===== config.mk =====
export PLATFORM = sky130hd
export DESIGN_NAME = dcache_top
export DESIGN_NICKNAME = d
export VERILOG_FILES = /design/src/hdl/dcache_pkg.sv /design/src/hdl/dcache_controller.sv /design/src/hdl/dcache_datapath.sv /design/src/hdl/dcache_line_xfer.sv /design/src/hdl/dcache_top.sv
export SDC_FILE = /design/constraint.sdc
export NUM_CORES = 2
export LEC_CHECK = 0
export ABC_AREA = 1
export BUFFER_PORTS_ARGS = -buffer_cell sky130_fd_sc_hd__buf_2
export CORE_MARGIN = 2
export CORE_UTILIZATION = 25
export CTS_CLUSTER_SIZE = 28
export DETAILED_ROUTE_END_ITERATION = 10
export MAX_ROUTING_LAYER = met4
export SYNTH_ARGS = -nofsm -noshare
export SYNTH_HDL_FRONTEND = slang
export SYNTH_HIERARCHICAL = 1
export SYNTH_SLANG_ARGS = --single-unit

===== constraint.sdc =====
create_clock -name clk_i -period 4.5 [get_ports clk_i]
set_input_delay 0.45 -clock clk_i [delete_from_list [all_inputs] [get_ports clk_i]]
set_output_delay 0.45 -clock clk_i [all_outputs]
set_load 0.03 [all_outputs]

===== src/hdl/dcache_pkg.sv =====
package dcache_pkg;

    // Word and bus width, shared with the Wishbone side
    localparam int unsigned WORD_W = 32;

    // Byte address width
    localparam int unsigned ADDR_W = 32;

    // Line geometry
    localparam int unsigned WORDS_PER_LINE = 4;
    localparam int unsigned LINE_W = WORDS_PER_LINE * WORD_W;

    // Byte offset bits inside one line
    localparam int unsigned OFFSET_W = $clog2(LINE_W / 8);

    // Controller states
    typedef enum logic [2:0] {
        DCACHE_IDLE       = 3'd0,
        DCACHE_READ       = 3'd1,
        DCACHE_WRITE      = 3'd2,
        DCACHE_ALLOCATE   = 3'd3,
        DCACHE_WRITE_BACK = 3'd4,
        DCACHE_FLUSH      = 3'd5
    } dcache_state_e;

endpackage


===== src/hdl/dcache_controller.sv =====
module dcache_controller #(
    parameter int unsigned NUM_SETS = 8
) (
    input  logic                         clk_i,
    input  logic                         rst_ni,

    // Datapath status
    input  logic                         cache_hit_i,
    input  logic                         cache_evict_req_i,

    // Core side
    input  logic                         flush_i,
    input  logic                         req_i,
    input  logic                         wr_i,
    input  logic                         dmem_sel_i,
    output logic                         ack_o,

    // Datapath control
    output logic                         cache_wr_o,
    output logic                         cache_line_wr_o,
    output logic                         cache_line_clean_o,
    output logic                         cache_wrb_req_o,
    output logic [$clog2(NUM_SETS)-1:0]  evict_index_o,

    // Line transfer unit
    input  logic                         mem_ack_i,
    output logic                         mem_req_o,
    output logic                         mem_wr_o
);

    localparam int unsigned IDX_W = $clog2(NUM_SETS);
    localparam logic [IDX_W-1:0] LAST_SET = IDX_W'(NUM_SETS - 1);

    dcache_pkg::dcache_state_e state_q, state_d;
    logic [IDX_W-1:0] evict_index_q, evict_index_d;

    logic hit;
    logic miss;
    logic kill;

    // A request only counts when it addresses cacheable memory
    assign hit  = req_i & dmem_sel_i & cache_hit_i;
    assign miss = req_i & dmem_sel_i & ~cache_hit_i;

    // Flush walks the sets on its own, so the select only kills requests
    assign kill = ~dmem_sel_i & ~flush_i;

    always_ff @(posedge clk_i) begin
        if (!rst_ni) begin
            state_q       <= dcache_pkg::DCACHE_IDLE;
            evict_index_q <= '0;
        end else begin
            state_q       <= state_d;
            evict_index_q <= evict_index_d;
        end
    end

    always_comb begin
        state_d            = state_q;
        evict_index_d      = evict_index_q;
        ack_o              = 1'b0;
        cache_wr_o         = 1'b0;
        cache_line_wr_o    = 1'b0;
        cache_line_clean_o = 1'b0;
        cache_wrb_req_o    = 1'b0;
        mem_req_o          = 1'b0;
        mem_wr_o           = 1'b0;

        unique case (state_q)
            dcache_pkg::DCACHE_IDLE: begin
                if (flush_i) begin
                    state_d       = dcache_pkg::DCACHE_FLUSH;
                    evict_index_d = '0;
                end else if (hit) begin
                    // Word write happens now, the ack follows next cycle
                    if (wr_i) begin
                        state_d    = dcache_pkg::DCACHE_WRITE;
                        cache_wr_o = 1'b1;
                    end else begin
                        state_d = dcache_pkg::DCACHE_READ;
                    end
                end else if (miss) begin
                    if (cache_evict_req_i) begin
                        state_d = dcache_pkg::DCACHE_WRITE_BACK;
                    end else begin
                        state_d = dcache_pkg::DCACHE_ALLOCATE;
                    end
                end
            end

            dcache_pkg::DCACHE_READ,
            dcache_pkg::DCACHE_WRITE: begin
                ack_o   = 1'b1;
                state_d = dcache_pkg::DCACHE_IDLE;
            end

            dcache_pkg::DCACHE_WRITE_BACK: begin
                if (mem_ack_i) begin
                    if (flush_i) begin
                        // Stay on this set, it reads clean next cycle
                        state_d            = dcache_pkg::DCACHE_FLUSH;
                        cache_line_clean_o = 1'b1;
                    end else begin
                        state_d = dcache_pkg::DCACHE_ALLOCATE;
                    end
                end else begin
                    mem_req_o       = 1'b1;
                    mem_wr_o        = 1'b1;
                    cache_wrb_req_o = 1'b1;
                end
            end

            dcache_pkg::DCACHE_ALLOCATE: begin
                // Fill line is complete once the transfer acknowledges
                if (mem_ack_i) begin
                    state_d         = dcache_pkg::DCACHE_IDLE;
                    cache_line_wr_o = 1'b1;
                end else begin
                    mem_req_o = 1'b1;
                end
            end

            dcache_pkg::DCACHE_FLUSH: begin
                if (cache_evict_req_i) begin
                    state_d = dcache_pkg::DCACHE_WRITE_BACK;
                end else if (evict_index_q == LAST_SET) begin
                    ack_o         = 1'b1;
                    state_d       = dcache_pkg::DCACHE_IDLE;
                    evict_index_d = '0;
                end else begin
                    evict_index_d = evict_index_q + 1'b1;
                end
            end

            default: begin
                state_d = dcache_pkg::DCACHE_IDLE;
            end
        endcase

        // Request not meant for the cache
        if (kill) begin
            state_d         = dcache_pkg::DCACHE_IDLE;
            evict_index_d   = '0;
            ack_o           = 1'b0;
            cache_wr_o      = 1'b0;
            cache_line_wr_o = 1'b0;
            cache_wrb_req_o = 1'b0;
            mem_req_o       = 1'b0;
            mem_wr_o        = 1'b0;
        end
    end

    assign evict_index_o = evict_index_q;

endmodule


===== src/hdl/dcache_datapath.sv =====
module dcache_datapath #(
    parameter int unsigned NUM_SETS = 8
) (
    input  logic                                            clk_i,
    input  logic                                            rst_ni,

    // Core request
    input  logic [dcache_pkg::ADDR_W-1:0]                   addr_i,
    input  logic [dcache_pkg::WORD_W-1:0]                   wdata_i,
    input  logic [dcache_pkg::WORD_W/8-1:0]                 be_i,
    output logic [dcache_pkg::WORD_W-1:0]                   rdata_o,

    // Controller side
    input  logic                                            cache_wr_i,
    input  logic                                            cache_line_wr_i,
    input  logic                                            cache_line_clean_i,
    input  logic                                            cache_wrb_req_i,
    input  logic [$clog2(NUM_SETS)-1:0]                     evict_index_i,
    input  logic                                            flush_i,
    output logic                                            cache_hit_o,
    output logic                                            cache_evict_req_o,

    // Line transfer side
    input  logic [dcache_pkg::LINE_W-1:0]                   fill_line_i,
    output logic [dcache_pkg::LINE_W-1:0]                   victim_line_o,
    output logic [dcache_pkg::ADDR_W-dcache_pkg::OFFSET_W-1:0] mem_line_adr_o
);

    localparam int unsigned IDX_W      = $clog2(NUM_SETS);
    localparam int unsigned TAG_W      = dcache_pkg::ADDR_W - dcache_pkg::OFFSET_W - IDX_W;
    localparam int unsigned NUM_BYTES  = dcache_pkg::WORD_W / 8;
    localparam int unsigned BYTE_W     = $clog2(NUM_BYTES);
    localparam int unsigned WORD_SEL_W = $clog2(dcache_pkg::WORDS_PER_LINE);

    // Per-set storage
    logic [NUM_SETS-1:0]           valid_q;
    logic [NUM_SETS-1:0]           dirty_q;
    logic [TAG_W-1:0]              tag_q  [NUM_SETS];
    logic [dcache_pkg::LINE_W-1:0] data_q [NUM_SETS];

    logic [IDX_W-1:0]      req_index;
    logic [IDX_W-1:0]      sel_index;
    logic [TAG_W-1:0]      req_tag;
    logic [WORD_SEL_W-1:0] word_sel;

    assign req_index = addr_i[dcache_pkg::OFFSET_W +: IDX_W];
    assign req_tag   = addr_i[dcache_pkg::ADDR_W-1 -: TAG_W];
    assign word_sel  = addr_i[BYTE_W +: WORD_SEL_W];

    // The flush walk takes over the victim set
    assign sel_index = flush_i ? evict_index_i : req_index;

    assign cache_hit_o       = valid_q[req_index] & (tag_q[req_index] == req_tag);
    assign cache_evict_req_o = valid_q[sel_index] & dirty_q[sel_index];

    assign rdata_o       = data_q[req_index][word_sel*dcache_pkg::WORD_W +: dcache_pkg::WORD_W];
    assign victim_line_o = data_q[sel_index];

    // Victim address during write-back, else the line being requested
    assign mem_line_adr_o = cache_wrb_req_i ? {tag_q[sel_index], sel_index}
                                            : addr_i[dcache_pkg::ADDR_W-1:dcache_pkg::OFFSET_W];

    always_ff @(posedge clk_i) begin
        if (!rst_ni) begin
            valid_q <= '0;
            dirty_q <= '0;
        end else begin
            if (cache_line_wr_i) begin
                valid_q[req_index] <= 1'b1;
                dirty_q[req_index] <= 1'b0;
            end
            if (cache_wr_i) begin
                dirty_q[req_index] <= 1'b1;
            end
            if (cache_line_clean_i) begin
                dirty_q[sel_index] <= 1'b0;
            end
        end
    end

    always_ff @(posedge clk_i) begin
        if (cache_line_wr_i) begin
            data_q[req_index] <= fill_line_i;
            tag_q[req_index]  <= req_tag;
        end
        // Byte merge into the addressed word
        if (cache_wr_i) begin
            for (int b = 0; b < NUM_BYTES; b++) begin
                if (be_i[b]) begin
                    data_q[req_index][word_sel*dcache_pkg::WORD_W + b*8 +: 8] <=
                        wdata_i[b*8 +: 8];
                end
            end
        end
    end

endmodule


===== src/hdl/dcache_line_xfer.sv =====
module dcache_line_xfer (
    input  logic                                            clk_i,
    input  logic                                            rst_ni,

    // Controller handshake
    input  logic                                            mem_req_i,
    input  logic                                            mem_wr_i,
    output logic                                            mem_ack_o,

    // Line data and address
    input  logic [dcache_pkg::ADDR_W-dcache_pkg::OFFSET_W-1:0] line_adr_i,
    input  logic [dcache_pkg::LINE_W-1:0]                   wr_line_i,
    output logic [dcache_pkg::LINE_W-1:0]                   rd_line_o,

    // Wishbone classic master
    output logic                                            wb_cyc_o,
    output logic                                            wb_stb_o,
    output logic                                            wb_we_o,
    output logic [dcache_pkg::ADDR_W-1:0]                   wb_adr_o,
    output logic [dcache_pkg::WORD_W-1:0]                   wb_dat_o,
    output logic [dcache_pkg::WORD_W/8-1:0]                 wb_sel_o,
    input  logic [dcache_pkg::WORD_W-1:0]                   wb_dat_i,
    input  logic                                            wb_ack_i
);

    localparam int unsigned BEAT_W = $clog2(dcache_pkg::WORDS_PER_LINE);
    localparam int unsigned BYTE_W = $clog2(dcache_pkg::WORD_W / 8);
    localparam logic [BEAT_W-1:0] LAST_BEAT = BEAT_W'(dcache_pkg::WORDS_PER_LINE - 1);

    typedef enum logic [1:0] {
        XFER_IDLE,
        XFER_BUSY,
        XFER_DONE,
        XFER_HOLD
    } xfer_state_e;

    xfer_state_e state_q, state_d;
    logic [BEAT_W-1:0] beat_q;
    logic [dcache_pkg::ADDR_W-dcache_pkg::OFFSET_W-1:0] adr_q;
    logic we_q;
    logic [dcache_pkg::LINE_W-1:0] rd_line_q;

    always_comb begin
        state_d = state_q;
        unique case (state_q)
            XFER_IDLE: if (mem_req_i) state_d = XFER_BUSY;
            XFER_BUSY: if (wb_ack_i && beat_q == LAST_BEAT) state_d = XFER_DONE;
            // Wait for the controller to let go before the next line
            XFER_DONE: state_d = mem_req_i ? XFER_HOLD : XFER_IDLE;
            XFER_HOLD: if (!mem_req_i) state_d = XFER_IDLE;
            default:   state_d = XFER_IDLE;
        endcase
    end

    always_ff @(posedge clk_i) begin
        if (!rst_ni) begin
            state_q <= XFER_IDLE;
            beat_q  <= '0;
        end else begin
            state_q <= state_d;
            if (state_q == XFER_IDLE) begin
                beat_q <= '0;
            end else if (state_q == XFER_BUSY && wb_ack_i) begin
                beat_q <= beat_q + 1'b1;
            end
        end
    end

    // Line address and direction are captured when a transfer starts
    always_ff @(posedge clk_i) begin
        if (state_q == XFER_IDLE && mem_req_i) begin
            adr_q <= line_adr_i;
            we_q  <= mem_wr_i;
        end
        if (state_q == XFER_BUSY && wb_ack_i) begin
            rd_line_q[beat_q*dcache_pkg::WORD_W +: dcache_pkg::WORD_W] <= wb_dat_i;
        end
    end

    assign wb_cyc_o  = (state_q == XFER_BUSY);
    assign wb_stb_o  = (state_q == XFER_BUSY);
    assign wb_we_o   = (state_q == XFER_BUSY) & we_q;
    assign wb_adr_o  = {adr_q, beat_q, {BYTE_W{1'b0}}};
    assign wb_dat_o  = wr_line_i[beat_q*dcache_pkg::WORD_W +: dcache_pkg::WORD_W];
    assign wb_sel_o  = '1;

    assign mem_ack_o = (state_q == XFER_DONE);
    assign rd_line_o = rd_line_q;

endmodule


===== src/hdl/dcache_top.sv =====
module dcache_top #(
    parameter int unsigned NUM_SETS = 8
) (
    input  logic                              clk_i,
    input  logic                              rst_ni,

    // Core side
    input  logic                              req_i,
    input  logic                              wr_i,
    input  logic [dcache_pkg::ADDR_W-1:0]     addr_i,
    input  logic [dcache_pkg::WORD_W-1:0]     wdata_i,
    input  logic [dcache_pkg::WORD_W/8-1:0]   be_i,
    input  logic                              dmem_sel_i,
    input  logic                              flush_i,
    output logic [dcache_pkg::WORD_W-1:0]     rdata_o,
    output logic                              ack_o,

    // Wishbone classic master
    output logic                              wb_cyc_o,
    output logic                              wb_stb_o,
    output logic                              wb_we_o,
    output logic [dcache_pkg::ADDR_W-1:0]     wb_adr_o,
    output logic [dcache_pkg::WORD_W-1:0]     wb_dat_o,
    output logic [dcache_pkg::WORD_W/8-1:0]   wb_sel_o,
    input  logic [dcache_pkg::WORD_W-1:0]     wb_dat_i,
    input  logic                              wb_ack_i
);

    logic cache_hit;
    logic cache_evict_req;
    logic cache_wr;
    logic cache_line_wr;
    logic cache_line_clean;
    logic cache_wrb_req;
    logic [$clog2(NUM_SETS)-1:0] evict_index;

    logic mem_req;
    logic mem_wr;
    logic mem_ack;
    logic [dcache_pkg::LINE_W-1:0] victim_line;
    logic [dcache_pkg::LINE_W-1:0] fill_line;
    logic [dcache_pkg::ADDR_W-dcache_pkg::OFFSET_W-1:0] mem_line_adr;

    dcache_controller #(
        .NUM_SETS (NUM_SETS)
    ) dcache_controller_i (
        .clk_i              (clk_i),
        .rst_ni             (rst_ni),
        .cache_hit_i        (cache_hit),
        .cache_evict_req_i  (cache_evict_req),
        .flush_i            (flush_i),
        .req_i              (req_i),
        .wr_i               (wr_i),
        .dmem_sel_i         (dmem_sel_i),
        .ack_o              (ack_o),
        .cache_wr_o         (cache_wr),
        .cache_line_wr_o    (cache_line_wr),
        .cache_line_clean_o (cache_line_clean),
        .cache_wrb_req_o    (cache_wrb_req),
        .evict_index_o      (evict_index),
        .mem_ack_i          (mem_ack),
        .mem_req_o          (mem_req),
        .mem_wr_o           (mem_wr)
    );

    dcache_datapath #(
        .NUM_SETS (NUM_SETS)
    ) dcache_datapath_i (
        .clk_i              (clk_i),
        .rst_ni             (rst_ni),
        .addr_i             (addr_i),
        .wdata_i            (wdata_i),
        .be_i               (be_i),
        .rdata_o            (rdata_o),
        .cache_wr_i         (cache_wr),
        .cache_line_wr_i    (cache_line_wr),
        .cache_line_clean_i (cache_line_clean),
        .cache_wrb_req_i    (cache_wrb_req),
        .evict_index_i      (evict_index),
        .flush_i            (flush_i),
        .cache_hit_o        (cache_hit),
        .cache_evict_req_o  (cache_evict_req),
        .fill_line_i        (fill_line),
        .victim_line_o      (victim_line),
        .mem_line_adr_o     (mem_line_adr)
    );

    dcache_line_xfer dcache_line_xfer_i (
        .clk_i      (clk_i),
        .rst_ni     (rst_ni),
        .mem_req_i  (mem_req),
        .mem_wr_i   (mem_wr),
        .mem_ack_o  (mem_ack),
        .line_adr_i (mem_line_adr),
        .wr_line_i  (victim_line),
        .rd_line_o  (fill_line),
        .wb_cyc_o   (wb_cyc_o),
        .wb_stb_o   (wb_stb_o),
        .wb_we_o    (wb_we_o),
        .wb_adr_o   (wb_adr_o),
        .wb_dat_o   (wb_dat_o),
        .wb_sel_o   (wb_sel_o),
        .wb_dat_i   (wb_dat_i),
        .wb_ack_i   (wb_ack_i)
    );

endmodule


==> summary.md <==
| Metric | Value |
|---|---|
| Number of flops mapped to enable cells by yosys | 1,381 |
| Area share of the largest cell type after synthesis | 61.3% |
| Root buf cell | clkbuf_16 |
| Cts repair resizes | 0 |
| Worst Path Required | 4.05 ns |
| Ports | 211 |
| Input/output buffers | 202 |
| Initial Util | 25.2% |
| Synth async-reset ratio | 0% |
| Tcrit/Tclk final | 96.3% |
| Syn Area/Cell | 9.94 um2 |
| Setup-failing EPs final | 0 |
| Leading area contributor after synthesis | edfxtp_1 |
| Vias/cell | 5.28 |
| Count leader, synth | edfxtp_1 |
| Clock Sinks | 1,407 |
| Post-place instance area | 0.0765 mm2 |
| Mapped Area | 0.0677 mm2 |
| Gr ovfl total | 0 |
| Antenna violations before repair | 26 |
| Placed cells | 10.6k |
| DR pass1 iterations | 6 |
| Largest net degree at the start of global routing | 111 |
| Final Cell Area | 0.0818 mm2 |
| F_max | 231 MHz |
| Worst Hold Class | primary input to flip-flop |
| Final nets | 7,406 |
| DR WL/cell | 24.2 um |
| Worst-path clk slew | 0.06 ns |
| Share of cells above drive strength 1 | 14.3% |
| Setup bufs post-CTS | 0 |
| Placer Congestion | 0.974 |
| Core area | 0.269 mm2 |
| Drt drc | 0 |
| Critical path arrival | 3.88 ns |
| Pwr/cell area | 408 mW/mm2 |
| Fill cell count | 27.2k |
| Final core utilization | 30.5% |
| Top post-synthesis cells by area | edfxtp_1, o21ai_0, nand2_1, nor2_1, inv_1 |
| Synth Flop Type | edfxtp_1 |
| Mapped Cells | 6,804 |
| Fin. max-slew vios | 0 |
| First-pass GRT wire length | 375,000 um |
| Vias in the first global route | 54.3k |
| Critical Path Start | dcache_controller_i/evict_index_o[1] |
| HP Start | wb_dat_i[13] |
| Max-slew headroom | 13.8% |
| #FFs+latches synth | 1,407 |
| Post-route antenna net violation count | 0 |
| Routed wire length | 266,000 um |
| Worst-skew pair later-pin latency | 0.81 ns |
| H-Tree Depth | 4 |
| Worst Setup End Kind | output port |
| Worst-path maximum fanout | 10 |
| Critical path class | flip-flop to output port |
| # rows | 190 |
| Setup Skew | 0.0756 ns |
| CP Launch Type | flip-flop |
| Area grow syn2layout | 21.0% |
| Leading cell types by count after synthesis | edfxtp_1, nand2_1, o21ai_0 |
| MaxCap Viol Count | 0 |
| Sequential share of the synthesized area | 62.1% |
| Worst Hold Margin | 0.0487 ns |
| Least-Margin Pin Slew | 1.28 ns |
| Pleak | 30.1 nW |
| Outcome | complete, no violations |
| Clock Tree Buf Depth | 3 |
| Synth warn | 6 |
| Unrepaired setup endpoints after global routing | no |
| Die ar. | 0.275 mm2 |
| Tmin final | 4.33 ns |
| Post-DP HPWL | 178,000 um |
| GRT Resource Usage Total | 19.1% |
| Total power | 33.4 mW |
| Total CTS buffers | 147 |
| DRT iter0 DRCs | 8,604 |
| Number of distinct library cells after synthesis | 51 |
| Setup ws final | 0.167 ns |
| Die width | 524 um |
| Pre-CTS setup slack | -0.132 ns |
| CTS tree | built |
| Die Ht | 524 um |
| Hold Vio Cnt, Final | 0 |
| Setup TNS | 0 ns |
| Reg-to-reg startpoint | dcache_datapath_i/tag_q[6][1] |
| Via count | 58.0k |
| VDD IR max | 0.361 mV |
| Post-Layout Cell Count | 11.0k |
-- worst max-delay path, stage by stage (launching register included) --
cell       delay, ns
dfxtp_1         0.35
nand2_1         0.08
o21ai_2         0.17
inv_1           0.18
nor2_4          0.22
buf_12          0.20
buf_4           0.32
o21ai_0         0.16
o2111ai_1       0.32
o211ai_1        0.31
nand2_1         0.49
buf_2           0.30
-- what timing repair did --
| item | 4_1_cts | 5_1_grt |
|---|---|---|
| endpoints found under the setup margin | 0 | 0 |
| hold endpoints to repair | 228 | 0 |
| hold buffers | 42 | 0 |
-- placed cells by master, fill, tap and decap left out, types with 103 or more instances in the layout --
cell	count
nor2_1	760
buf_2	200
clkbuf_16	150
o21ai_0	866
a221oi_1	103
edfxtp_1	1381
nand3_1	275
nand2_1	882
nand4_1	134
inv_1	711
a21oi_1	528
buf_4	514
-- registers in the layout, summed over array words and instances (netlist names), 2 cells and up --
signal,cells
dcache_datapath_i/dirty_q,8
dcache_line_xfer_i/rd_line_o,128
dcache_datapath_i/data_q,1024
dcache_datapath_i/tag_q,200
dcache_datapath_i/valid_q,8
dcache_line_xfer_i/adr_q,28
dcache_line_xfer_i/state_q,2
dcache_controller_i/state_q,3
dcache_line_xfer_i/beat_q,2
dcache_controller_i/evict_index_o,3
-- area by class of cell --
class / instances / area [um2] / share of cell area [%]
sequential: 1407 / 42000 / 51.3
multi-input combinational: 4174 / 21100 / 25.8
timing repair buffer: 820 / 6560 / 8.02
tap: 3552 / 4440 / 5.43
clock buffer: 187 / 3910 / 4.78
inverter: 736 / 2800 / 3.42
clock inverter: 75 / 957 / 1.17
antenna: 34 / 85.1 / 0.104
-- where the power goes --
group	total (mW)	internal, mW	switching [mW]
sequential	14.6	14.5	0.0864
clock	12.5	7.08	5.39
combinational	6.38	1.67	4.71
-- layer usage --
layer  GRT usage, %  vias up  part of all wire (%)
met2           28.5     4155                    44
met1           24.7    27900                    38
met4           8.65        0                   5.0
met5              -        -                     0
met3           4.53      729                    13
li1               -    25200                     -
-- path summary, 6_finish.rpt --
check                                           to  slack (ns)  cells past startpoint
setup reg to reg   dcache_datapath_i/data_q[3][92]        0.35                     22
hold reg to reg       dcache_datapath_i/valid_q[1]        0.47                      1
setup / recovery                      wb_dat_o[31]        0.17                     11
hold / removal    dcache_line_xfer_i/rd_line_o[77]        0.05                      3
-- kinds of logic after synthesis --
family          count (synthesis)  share of synthesized area, %
buf+inv                      1227                          7.20
simple gates                 2195                          13.5
other cells                     2                        0.0111
xor+xnor                        1                        0.0129
flops                        1407                          62.1
fa+ha+maj                      13                         0.240
compound gates               1959                          16.9
No activity file was read; power rests on OpenSTA's default activity.
